===== config.mk =====
export PLATFORM = sky130hd
export DESIGN_NAME = axi_atop_guard_top
export DESIGN_NICKNAME = d
export VERILOG_FILES = /design/src/hw/axi_atop_guard_pkg.sv /design/src/hw/axi_atop_guard_top.sv /design/src/hw/axi_mem_slave.sv /design/src/hw/atop_filter.sv /design/src/hw/w_route_fifo.sv
export VERILOG_INCLUDE_DIRS = /design/src /design/src/include
export SDC_FILE = /design/constraint.sdc
export NUM_CORES = 2
export LEC_CHECK = 0
export BUFFER_PORTS_ARGS = -buffer_cell sky130_fd_sc_hd__buf_2
export CORE_MARGIN = 1
export CORE_UTILIZATION = 35
export CTS_BUF_LIST = sky130_fd_sc_hd__clkbuf_4
export DETAILED_ROUTE_END_ITERATION = 8
export REMOVE_ABC_BUFFERS = 1
export SYNTH_ARGS = -nofsm -noshare
export SYNTH_HDL_FRONTEND = slang
export SYNTH_SLANG_ARGS = --single-unit

===== constraint.sdc =====
create_clock -name clk_i -period 5.15 [get_ports clk_i]
set_input_delay 0.7725 -clock clk_i [delete_from_list [all_inputs] [get_ports clk_i]]
set_output_delay 0.7725 -clock clk_i [all_outputs]
set_load 0.05 [all_outputs]

===== src/include/axi_atop_guard_macros.svh =====
/* atop guard parameters */
`ifndef AXI_ATOP_GUARD_MACROS_SVH
`define AXI_ATOP_GUARD_MACROS_SVH

// width of transaction ids on every channel
`define AXI_ID_WIDTH 4

// byte address width, which covers the whole memory
`define AXI_ADDR_WIDTH 8

// data bus width, one word per beat
`define AXI_DATA_WIDTH 32

// write bursts that may be in flight between aw and the last w beat
`define AXI_MAX_WRITE_TXNS 4

// memory depth in data words
`define MEM_WORDS 64

`endif

===== src/hw/axi_atop_guard_pkg.sv =====
/* atop guard types */
`include "axi_atop_guard_macros.svh"

package axi_atop_guard_pkg;

  // transaction id carried on aw, b, ar and r
  typedef logic [`AXI_ID_WIDTH-1:0] id_t;
  // byte address, the low bits select a byte within the word
  typedef logic [`AXI_ADDR_WIDTH-1:0] addr_t;
  typedef logic [`AXI_DATA_WIDTH-1:0] data_t;
  // one strobe bit per data byte
  typedef logic [`AXI_DATA_WIDTH/8-1:0] strb_t;
  // burst length minus one, so a value of zero is a single beat
  typedef logic [3:0] len_t;
  // atomic code, zero is a plain write and bit 5 asks for r data
  typedef logic [5:0] atop_t;
  typedef logic [1:0] resp_t;

  // the only two response codes this subsystem produces
  localparam resp_t resp_okay = 2'b00;
  localparam resp_t resp_slverr = 2'b10;

  // atomic answer FSM of the filter
  typedef enum logic [1:0] {idle, absorb, send_b, send_r} filter_state_e;

  // combined write and read FSM of the memory
  typedef enum logic [1:0] {mem_idle, mem_write, mem_write_resp, mem_read} mem_state_e;

endpackage


===== src/hw/axi_atop_guard_top.sv =====
/* atop guard subsystem */

module axi_atop_guard_top (
  input  logic clk_i,
  input  logic rst_n,
  input  logic aw_valid,
  output logic aw_ready,
  input  axi_atop_guard_pkg::id_t aw_id,
  input  axi_atop_guard_pkg::addr_t aw_addr,
  input  axi_atop_guard_pkg::len_t aw_len,
  input  axi_atop_guard_pkg::atop_t aw_atop,
  input  logic w_valid,
  output logic w_ready,
  input  axi_atop_guard_pkg::data_t w_data,
  input  axi_atop_guard_pkg::strb_t w_strb,
  input  logic w_last,
  output logic b_valid,
  input  logic b_ready,
  output axi_atop_guard_pkg::id_t b_id,
  output axi_atop_guard_pkg::resp_t b_resp,
  input  logic ar_valid,
  output logic ar_ready,
  input  axi_atop_guard_pkg::id_t ar_id,
  input  axi_atop_guard_pkg::addr_t ar_addr,
  input  axi_atop_guard_pkg::len_t ar_len,
  output logic r_valid,
  input  logic r_ready,
  output axi_atop_guard_pkg::id_t r_id,
  output axi_atop_guard_pkg::data_t r_data,
  output axi_atop_guard_pkg::resp_t r_resp,
  output logic r_last
);

  // filtered channel set between the filter and the memory
  logic mem_aw_valid, mem_aw_ready, mem_w_valid, mem_w_ready, mem_w_last;
  logic mem_b_valid, mem_b_ready, mem_ar_valid, mem_ar_ready;
  logic mem_r_valid, mem_r_ready, mem_r_last;
  axi_atop_guard_pkg::id_t mem_aw_id, mem_b_id, mem_ar_id, mem_r_id;
  axi_atop_guard_pkg::addr_t mem_aw_addr, mem_ar_addr;
  axi_atop_guard_pkg::len_t mem_aw_len, mem_ar_len;
  axi_atop_guard_pkg::data_t mem_w_data, mem_r_data;
  axi_atop_guard_pkg::strb_t mem_w_strb;
  axi_atop_guard_pkg::resp_t mem_b_resp, mem_r_resp;
  // routing tags between the filter and its FIFO
  logic route_push, route_tag, route_pop, route_head, route_full, route_empty;

  atop_filter i_atop_filter (
    .clk_i, .rst_n,
    .aw_valid, .aw_ready, .aw_id, .aw_addr, .aw_len, .aw_atop,
    .w_valid, .w_ready, .w_data, .w_strb, .w_last,
    .b_valid, .b_ready, .b_id, .b_resp,
    .ar_valid, .ar_ready, .ar_id, .ar_addr, .ar_len,
    .r_valid, .r_ready, .r_id, .r_data, .r_resp, .r_last,
    .mem_aw_valid, .mem_aw_ready, .mem_aw_id, .mem_aw_addr, .mem_aw_len,
    .mem_w_valid, .mem_w_ready, .mem_w_data, .mem_w_strb, .mem_w_last,
    .mem_b_valid, .mem_b_ready, .mem_b_id, .mem_b_resp,
    .mem_ar_valid, .mem_ar_ready, .mem_ar_id, .mem_ar_addr, .mem_ar_len,
    .mem_r_valid, .mem_r_ready, .mem_r_id, .mem_r_data, .mem_r_resp, .mem_r_last,
    .route_push, .route_tag, .route_pop, .route_head, .route_full, .route_empty
  );

  w_route_fifo i_w_route_fifo (
    .clk_i, .rst_n,
    .push(route_push), .push_tag(route_tag), .pop(route_pop),
    .head_tag(route_head), .full(route_full), .empty(route_empty)
  );

  // the memory sees the filtered set on its plain slave ports
  axi_mem_slave i_axi_mem_slave (
    .clk_i, .rst_n,
    .aw_valid(mem_aw_valid), .aw_ready(mem_aw_ready), .aw_id(mem_aw_id),
    .aw_addr(mem_aw_addr), .aw_len(mem_aw_len),
    .w_valid(mem_w_valid), .w_ready(mem_w_ready), .w_data(mem_w_data),
    .w_strb(mem_w_strb), .w_last(mem_w_last),
    .b_valid(mem_b_valid), .b_ready(mem_b_ready), .b_id(mem_b_id), .b_resp(mem_b_resp),
    .ar_valid(mem_ar_valid), .ar_ready(mem_ar_ready), .ar_id(mem_ar_id),
    .ar_addr(mem_ar_addr), .ar_len(mem_ar_len),
    .r_valid(mem_r_valid), .r_ready(mem_r_ready), .r_id(mem_r_id),
    .r_data(mem_r_data), .r_resp(mem_r_resp), .r_last(mem_r_last)
  );

endmodule


===== src/hw/axi_mem_slave.sv =====
/* AXI memory slave */
`include "axi_atop_guard_macros.svh"

module axi_mem_slave (
  input  logic clk_i,
  input  logic rst_n,
  input  logic aw_valid,
  output logic aw_ready,
  input  axi_atop_guard_pkg::id_t aw_id,
  input  axi_atop_guard_pkg::addr_t aw_addr,
  input  axi_atop_guard_pkg::len_t aw_len,
  input  logic w_valid,
  output logic w_ready,
  input  axi_atop_guard_pkg::data_t w_data,
  input  axi_atop_guard_pkg::strb_t w_strb,
  input  logic w_last,
  output logic b_valid,
  input  logic b_ready,
  output axi_atop_guard_pkg::id_t b_id,
  output axi_atop_guard_pkg::resp_t b_resp,
  input  logic ar_valid,
  output logic ar_ready,
  input  axi_atop_guard_pkg::id_t ar_id,
  input  axi_atop_guard_pkg::addr_t ar_addr,
  input  axi_atop_guard_pkg::len_t ar_len,
  output logic r_valid,
  input  logic r_ready,
  output axi_atop_guard_pkg::id_t r_id,
  output axi_atop_guard_pkg::data_t r_data,
  output axi_atop_guard_pkg::resp_t r_resp,
  output logic r_last
);

  // byte offset bits are dropped, the next bits pick the word
  localparam int strb_w = `AXI_DATA_WIDTH / 8;
  localparam int off_w = $clog2(strb_w);
  localparam int idx_w = $clog2(`MEM_WORDS);

  axi_atop_guard_pkg::data_t mem [`MEM_WORDS];
  axi_atop_guard_pkg::mem_state_e state;
  // the burst in progress, only one at a time in either direction
  axi_atop_guard_pkg::id_t burst_id;
  axi_atop_guard_pkg::len_t burst_len;
  axi_atop_guard_pkg::len_t beat;
  logic [idx_w-1:0] idx;
  logic aw_hs;
  logic ar_hs;
  logic w_hs;
  logic r_hs;

  assign aw_ready = (state == axi_atop_guard_pkg::mem_idle);
  // a read only starts when no write is waiting
  assign ar_ready = (state == axi_atop_guard_pkg::mem_idle) && !aw_valid;
  assign w_ready = (state == axi_atop_guard_pkg::mem_write);
  assign aw_hs = aw_valid && aw_ready;
  assign ar_hs = ar_valid && ar_ready;
  assign w_hs = w_valid && w_ready;
  assign r_hs = r_valid && r_ready;

  assign b_valid = (state == axi_atop_guard_pkg::mem_write_resp);
  assign b_id = burst_id;
  assign b_resp = axi_atop_guard_pkg::resp_okay;

  assign r_valid = (state == axi_atop_guard_pkg::mem_read);
  assign r_id = burst_id;
  assign r_data = mem[idx];
  assign r_resp = axi_atop_guard_pkg::resp_okay;
  assign r_last = (beat == burst_len);

  // each strobed byte lands in the word the burst currently points at
  always_ff @(posedge clk_i) begin
    if (w_hs) begin
      for (int i = 0; i < strb_w; i++) begin
        if (w_strb[i]) begin
          mem[idx][8*i +: 8] <= w_data[8*i +: 8];
        end
      end
    end
  end

  always_ff @(posedge clk_i) begin
    if (aw_hs) begin
      burst_id <= aw_id;
      burst_len <= aw_len;
      idx <= aw_addr[off_w +: idx_w];
    end else if (ar_hs) begin
      burst_id <= ar_id;
      burst_len <= ar_len;
      idx <= ar_addr[off_w +: idx_w];
    end else if (w_hs || r_hs) begin
      // incr bursts step one word per beat
      idx <= idx + 1'b1;
    end
  end

  always_ff @(posedge clk_i) begin
    if (!rst_n) begin
      state <= axi_atop_guard_pkg::mem_idle;
      beat <= '0;
    end else begin
      case (state)
        axi_atop_guard_pkg::mem_idle: begin
          beat <= '0;
          if (aw_hs) begin
            state <= axi_atop_guard_pkg::mem_write;
          end else if (ar_hs) begin
            state <= axi_atop_guard_pkg::mem_read;
          end
        end
        axi_atop_guard_pkg::mem_write: begin
          if (w_hs) begin
            beat <= beat + 1'b1;
            if (w_last) begin
              state <= axi_atop_guard_pkg::mem_write_resp;
            end
          end
        end
        axi_atop_guard_pkg::mem_write_resp: begin
          if (b_ready) begin
            state <= axi_atop_guard_pkg::mem_idle;
          end
        end
        axi_atop_guard_pkg::mem_read: begin
          if (r_hs) begin
            beat <= beat + 1'b1;
            if (r_last) begin
              state <= axi_atop_guard_pkg::mem_idle;
            end
          end
        end
        default: state <= axi_atop_guard_pkg::mem_idle;
      endcase
    end
  end

  // the manager closes every write burst exactly on beat len+1
  assert property (@(posedge clk_i) disable iff (!rst_n)
    w_hs |-> (w_last == (beat == burst_len)));

endmodule


===== src/hw/atop_filter.sv =====
/* atomic operation filter */

module atop_filter (
  input  logic clk_i,
  input  logic rst_n,
  // slave side, towards the upstream manager
  input  logic aw_valid,
  output logic aw_ready,
  input  axi_atop_guard_pkg::id_t aw_id,
  input  axi_atop_guard_pkg::addr_t aw_addr,
  input  axi_atop_guard_pkg::len_t aw_len,
  input  axi_atop_guard_pkg::atop_t aw_atop,
  input  logic w_valid,
  output logic w_ready,
  input  axi_atop_guard_pkg::data_t w_data,
  input  axi_atop_guard_pkg::strb_t w_strb,
  input  logic w_last,
  output logic b_valid,
  input  logic b_ready,
  output axi_atop_guard_pkg::id_t b_id,
  output axi_atop_guard_pkg::resp_t b_resp,
  input  logic ar_valid,
  output logic ar_ready,
  input  axi_atop_guard_pkg::id_t ar_id,
  input  axi_atop_guard_pkg::addr_t ar_addr,
  input  axi_atop_guard_pkg::len_t ar_len,
  output logic r_valid,
  input  logic r_ready,
  output axi_atop_guard_pkg::id_t r_id,
  output axi_atop_guard_pkg::data_t r_data,
  output axi_atop_guard_pkg::resp_t r_resp,
  output logic r_last,
  // memory side, never carries an atomic
  output logic mem_aw_valid,
  input  logic mem_aw_ready,
  output axi_atop_guard_pkg::id_t mem_aw_id,
  output axi_atop_guard_pkg::addr_t mem_aw_addr,
  output axi_atop_guard_pkg::len_t mem_aw_len,
  output logic mem_w_valid,
  input  logic mem_w_ready,
  output axi_atop_guard_pkg::data_t mem_w_data,
  output axi_atop_guard_pkg::strb_t mem_w_strb,
  output logic mem_w_last,
  input  logic mem_b_valid,
  output logic mem_b_ready,
  input  axi_atop_guard_pkg::id_t mem_b_id,
  input  axi_atop_guard_pkg::resp_t mem_b_resp,
  output logic mem_ar_valid,
  input  logic mem_ar_ready,
  output axi_atop_guard_pkg::id_t mem_ar_id,
  output axi_atop_guard_pkg::addr_t mem_ar_addr,
  output axi_atop_guard_pkg::len_t mem_ar_len,
  input  logic mem_r_valid,
  output logic mem_r_ready,
  input  axi_atop_guard_pkg::id_t mem_r_id,
  input  axi_atop_guard_pkg::data_t mem_r_data,
  input  axi_atop_guard_pkg::resp_t mem_r_resp,
  input  logic mem_r_last,
  // w routing FIFO
  output logic route_push,
  output logic route_tag,
  output logic route_pop,
  input  logic route_head,
  input  logic route_full,
  input  logic route_empty
);

  axi_atop_guard_pkg::filter_state_e state;
  // the atomic being answered, latched when its aw is taken
  axi_atop_guard_pkg::id_t atop_id;
  axi_atop_guard_pkg::len_t atop_len;
  logic atop_ret_r;
  axi_atop_guard_pkg::len_t r_cnt;
  logic is_atop;
  logic atop_aw_hs;
  logic w_fwd;
  logic w_absorb;
  logic b_hold;
  logic b_hold_inj;
  logic b_pick_inj;
  logic inj_b_hs;
  logic r_busy;
  logic r_busy_inj;
  logic r_pick_inj;
  logic inj_r_hs;

  // plain writes go straight through, atomics wait for an idle FSM
  assign is_atop = (aw_atop != '0);
  assign mem_aw_valid = aw_valid && !is_atop && !route_full;
  assign mem_aw_id = aw_id;
  assign mem_aw_addr = aw_addr;
  assign mem_aw_len = aw_len;
  assign aw_ready = !route_full &&
                    (is_atop ? (state == axi_atop_guard_pkg::idle) : mem_aw_ready);
  assign route_push = aw_valid && aw_ready;
  assign route_tag = is_atop;
  assign atop_aw_hs = route_push && is_atop;

  // the head tag decides where the current w burst goes
  assign w_fwd = !route_empty && !route_head;
  assign w_absorb = !route_empty && route_head && (state == axi_atop_guard_pkg::absorb);
  assign mem_w_valid = w_valid && w_fwd;
  assign mem_w_data = w_data;
  assign mem_w_strb = w_strb;
  assign mem_w_last = w_last;
  assign w_ready = w_fwd ? mem_w_ready : w_absorb;
  assign route_pop = w_valid && w_ready && w_last;

  // reads are never atomic and pass unchanged
  assign mem_ar_valid = ar_valid;
  assign ar_ready = mem_ar_ready;
  assign mem_ar_id = ar_id;
  assign mem_ar_addr = ar_addr;
  assign mem_ar_len = ar_len;

  // b mux, a presented response keeps its source until the handshake
  assign b_pick_inj = b_hold ? b_hold_inj : (state == axi_atop_guard_pkg::send_b);
  assign b_valid = b_pick_inj ? 1'b1 : mem_b_valid;
  assign b_id = b_pick_inj ? atop_id : mem_b_id;
  assign b_resp = b_pick_inj ? axi_atop_guard_pkg::resp_slverr : mem_b_resp;
  assign mem_b_ready = !b_pick_inj && b_ready;
  assign inj_b_hs = b_pick_inj && b_ready;

  // r mux, locked to one source from the first beat up to r_last
  assign r_pick_inj = r_busy ? r_busy_inj : (state == axi_atop_guard_pkg::send_r);
  assign r_valid = r_pick_inj ? 1'b1 : mem_r_valid;
  assign r_id = r_pick_inj ? atop_id : mem_r_id;
  assign r_data = r_pick_inj ? '0 : mem_r_data;
  assign r_resp = r_pick_inj ? axi_atop_guard_pkg::resp_slverr : mem_r_resp;
  assign r_last = r_pick_inj ? (r_cnt == atop_len) : mem_r_last;
  assign mem_r_ready = !r_pick_inj && r_ready;
  assign inj_r_hs = r_pick_inj && r_ready;

  always_ff @(posedge clk_i) begin
    if (atop_aw_hs) begin
      atop_id <= aw_id;
      atop_len <= aw_len;
      // bit 5 marks the atomics that also return read data
      atop_ret_r <= aw_atop[5];
    end
  end

  always_ff @(posedge clk_i) begin
    if (!rst_n) begin
      state <= axi_atop_guard_pkg::idle;
      r_cnt <= '0;
    end else begin
      case (state)
        axi_atop_guard_pkg::idle: begin
          if (atop_aw_hs) begin
            state <= axi_atop_guard_pkg::absorb;
          end
        end
        axi_atop_guard_pkg::absorb: begin
          if (w_valid && w_absorb && w_last) begin
            state <= axi_atop_guard_pkg::send_b;
          end
        end
        axi_atop_guard_pkg::send_b: begin
          if (inj_b_hs) begin
            r_cnt <= '0;
            state <= atop_ret_r ? axi_atop_guard_pkg::send_r : axi_atop_guard_pkg::idle;
          end
        end
        axi_atop_guard_pkg::send_r: begin
          if (inj_r_hs) begin
            if (r_cnt == atop_len) begin
              state <= axi_atop_guard_pkg::idle;
            end else begin
              r_cnt <= r_cnt + 1'b1;
            end
          end
        end
        default: state <= axi_atop_guard_pkg::idle;
      endcase
    end
  end

  always_ff @(posedge clk_i) begin
    if (!rst_n) begin
      b_hold <= 1'b0;
      b_hold_inj <= 1'b0;
      r_busy <= 1'b0;
      r_busy_inj <= 1'b0;
    end else begin
      if (b_valid) begin
        b_hold <= !b_ready;
        b_hold_inj <= b_pick_inj;
      end
      // a stalled beat or a burst that has not reached r_last keeps the lock
      if (r_valid) begin
        r_busy <= !(r_ready && r_last);
        r_busy_inj <= r_pick_inj;
      end
    end
  end

  // a write taken by the memory leaves its routing entry queued in the FIFO
  assert property (@(posedge clk_i) disable iff (!rst_n)
    (mem_aw_valid && mem_aw_ready) |=> !route_empty);
  // the memory only waits for w beats while their routing entry is queued
  assert property (@(posedge clk_i) disable iff (!rst_n) mem_w_ready |-> !route_empty);
  // the last injected beat frees both the FSM and the r lock
  assert property (@(posedge clk_i) disable iff (!rst_n)
    (inj_r_hs && r_last) |=> (state == axi_atop_guard_pkg::idle && !r_busy));

endmodule


===== src/hw/w_route_fifo.sv =====
/* w routing tag FIFO */
`include "axi_atop_guard_macros.svh"

module w_route_fifo (
  input  logic clk_i,
  input  logic rst_n,
  input  logic push,
  input  logic push_tag,
  input  logic pop,
  output logic head_tag,
  output logic full,
  output logic empty
);

  // one entry for every write burst whose w beats are still due
  localparam int depth = `AXI_MAX_WRITE_TXNS;
  localparam int ptr_w = (depth > 1) ? $clog2(depth) : 1;
  localparam logic [ptr_w:0] depth_cnt = (ptr_w + 1)'(depth);
  localparam logic [ptr_w-1:0] last_slot = ptr_w'(depth - 1);

  logic tags [depth];
  logic [ptr_w-1:0] wr_ptr;
  logic [ptr_w-1:0] rd_ptr;
  logic [ptr_w:0] count;

  // a tag of one means the burst is an atomic and its beats are dropped
  assign head_tag = tags[rd_ptr];
  assign full = (count == depth_cnt);
  assign empty = (count == '0);

  always_ff @(posedge clk_i) begin
    if (push) begin
      tags[wr_ptr] <= push_tag;
    end
  end

  always_ff @(posedge clk_i) begin
    if (!rst_n) begin
      wr_ptr <= '0;
      rd_ptr <= '0;
      count <= '0;
    end else begin
      // pointers wrap explicitly so the depth need not be a power of two
      if (push) begin
        wr_ptr <= (wr_ptr == last_slot) ? '0 : wr_ptr + 1'b1;
      end
      if (pop) begin
        rd_ptr <= (rd_ptr == last_slot) ? '0 : rd_ptr + 1'b1;
      end
      case ({push, pop})
        2'b10: count <= count + 1'b1;
        2'b01: count <= count - 1'b1;
        default: count <= count;
      endcase
    end
  end

  // the filter must hold aw back while every slot is taken
  assert property (@(posedge clk_i) disable iff (!rst_n) !(push && full));
  // a last w beat never shows up before its aw was accepted
  assert property (@(posedge clk_i) disable iff (!rst_n) !(pop && empty));

endmodule


==> flow_summary.json <==
{
  "status": "completed",
  "cp_data_required_time_ps": 4380,
  "syn_inst": 3910,
  "fin_nets": 4652,
  "drive_above_1_share": 0.351,
  "worst_r2r_startpoint": "i_axi_mem_slave.idx[2]",
  "power_density_nw_per_um2": 433,
  "design.core.area_um2": 235000,
  "reg2reg_depth": 4,
  "finalInstanceArea_um2": 95000,
  "grt_first_pass_wirelength_um": 315000,
  "top_layer": "met5",
  "synth_edf_count": 2075,
  "max_stage_delay_ps": 660,
  "cts.clk_slew.worst_paths_ps": 70,
  "crit_type": "flop to output port",
  "critPathLaunchType": "flop",
  "rsz0062_at_grt": "yes",
  "synth.distinct_cells": 67,
  "cts_sinks": 2106,
  "start_util": 0.352,
  "drt-met1-wl_um": 88700,
  "row_count": 178,
  "ys.flop_type": "edfxtp_1",
  "avgSynthCellArea_um2": 21.2,
  "syn_area_um2": 82700,
  "h-tree-depth": 6,
  "rrSetupSlack_ps": 1130,
  "drc_errors": 0,
  "synth_seq_cells": 2106,
  "final_util": 0.404,
  "tns_ps": 0,
  "critPathArrivalTime_ps": 4340,
  "die_x_um": 488,
  "hp-class": "input port to flop",
  "ys_seq_area_frac": 0.761,
  "async_reset_ff_frac": 0,
  "die_area_um2": 238000,
  "first_pass_iters": 8,
  "clock-root-buffer": "clkbuf_4",
  "cp-endpoint": "r_data[26]",
  "slew_headroom": 0.117,
  "place_area_um2": 87600,
  "grt_pass1_vias": 43690,
  "ios": 132,
  "fin_skew_ps": 80.8,
  "finalHoldViolCount": 0,
  "postRouteAntennaNets": 0,
  "num_vias": 42866,
  "cp_cell_sequence": "buf_4 > nor2_1 > nand2_1 > o211ai_1 > nor3_1 > buf_2",
  "final_max_slew_viol_count": 0,
  "r2r_end": "i_axi_mem_slave.mem[36][12]",
  "dr_wl_met2_um": 106000,
  "finalCriticalPeriod_ps": 5110,
  "dp_cells": 7081,
  "grt_antenna_before_repair": 20,
  "worstPathMaxFanout": 31,
  "cts_tree": "built",
  "fmax_mhz": 196,
  "drt_wl_total_um": 223000,
  "cts_buffer_depth": 4,
  "wl_met3_um": 21600,
  "end_kind": "output port",
  "dp_hpwl_um": 137000,
  "area_delta_synth_final_pct": 14.8,
  "via_per_inst": 5.33,
  "stdcell_count": 8048,
  "fill_cells": 21084,
  "drtIter0Drc": 4773,
  "ys_warn_count": 0,
  "drv_cap": 0,
  "port_buffers": 125,
  "wl_per_cell_um": 27.7,
  "cts_buffers": 553,
  "mostFrequentLayoutCells": "edfxtp_1 (2075), clkbuf_4 (776), mux4_2 (567)",
  "vdd_ir_drop_max_v": 0.000338,
  "slowest_stage": "nor3_1",
  "setup_viol": 0,
  "grt_max_degree": 65,
  "layout_commonest_cell": "edfxtp_1",
  "tightest_slew_ps": 1320,
  "grt_usage": 0.186,
  "place.gp.congestion": 0.840,
  "fin_crit_sh": 0.993,
  "die_y_um": 488,
  "clk_latency_ps": 1350,
  "leakage_nw": 30.2,
  "gr-total-overflow": 0
}
metal layers:
layer  global-route usage  up-vias
li1                     -    17854
met1                0.244    22555
met2                0.289     2067
met3               0.0593      376
met4               0.0657       14
met5              0.00490        -
critical path: cells and delay by family, from the launching register on:
family	cells	cell delay [ps]
AND/OR/NAND/NOR	3	1220
buffers and inverters	2	960
AO/OA/AOI/OAI	1	140
flip-flops	1	630
sequential cells by signal, indices dropped and copies added (netlist names), 2 cells and up, named ones only:
signal                     count
i_atop_filter.atop_id          4
i_atop_filter.atop_len         4
i_atop_filter.r_cnt            4
i_atop_filter.state            2
i_axi_mem_slave.b_id           4
i_axi_mem_slave.beat           4
i_axi_mem_slave.burst_len      4
i_axi_mem_slave.idx            6
i_axi_mem_slave.mem         2048
i_axi_mem_slave.state          2
i_w_route_fifo.count           3
i_w_route_fifo.rd_ptr          2
i_w_route_fifo.tags            4
i_w_route_fifo.wr_ptr          2
worst min-delay path by stage:
stage                                         from                           to  slack, ps  cells after the start
after detailed placement  i_atop_filter.b_hold_inj     i_atop_filter.b_hold_inj        490                      2
final                                   w_data[22]  i_axi_mem_slave.mem[32][22]        100                      2
after global placement    i_atop_filter.r_busy_inj     i_atop_filter.r_busy_inj        450                      2
after global routing                    w_data[22]  i_axi_mem_slave.mem[34][22]         40                      2
after floorplan           i_atop_filter.r_busy_inj     i_atop_filter.r_busy_inj        440                      2
after CTS                                 aw_valid     i_w_route_fifo.wr_ptr[0]         10                      5
power by group:
group	total, W	internal, W	switching [W]
Combinational	0.00844	0.00352	0.00492
Sequential	0.0190	0.0189	0.000114
Clock	0.0137	0.00706	0.00659
Total	0.0411	0.0295	0.0116
through the flow:
stage	hold slack (ps)	setup WS [ps]	total power, W
after floorplan	444	-19660	0.0259
after global placement	452	802	0.0275
after detailed placement	486	754	0.0275
after CTS	10.2	-51.5	0.0414
after global routing	35.8	-51.4	0.0425
final	98.8	37.5	0.0411
final cells by class:
cell class	count	area [um^2]	area share
timing repair buffer	314	2990	0.0315
antenna	19	47.5	0.000501
multi-input combinational	1558	18600	0.196
tap	3150	3940	0.0415
clock inverter	98	489	0.00515
inverter	27	120	0.00126
sequential	2106	62900	0.663
clock buffer	776	5830	0.0613
logic make-up after synthesis:
group / share of synthesized area
other: 0.0000453
AO/OA/AOI/OAI: 0.0163
adder cells (fa/ha/maj): 0.00160
buffers and inverters: 0.0163
AND/OR/NAND/NOR: 0.0305
multiplexers: 0.173
XOR/XNOR: 0.00148
flip-flops: 0.761
what timing repair did:
item / in CTS / in global routing
setup buffers: 18 / 5
gates resized for setup: 31 / 10
pin swaps: 0 / 1
hold buffers: 50 / 0
endpoints found under the setup margin: 32 / 13
hold endpoints to repair: 58 / 0
gates cloned: 1 / 0
synth_stat cells, drive strengths merged (28+ instances only):
cell	instances	area, um^2
clkbuf	66	248
nand2	184	691
nor2	305	1150
dfxtp	31	621
mux2	30	338
a21oi	61	305
o21ai	28	140
edfxtp	2075	62300
o22ai	30	188
mux4	567	12800
buf	154	997
mux2i	122	1220
Note: power is estimated with default switching activity, not from simulation.
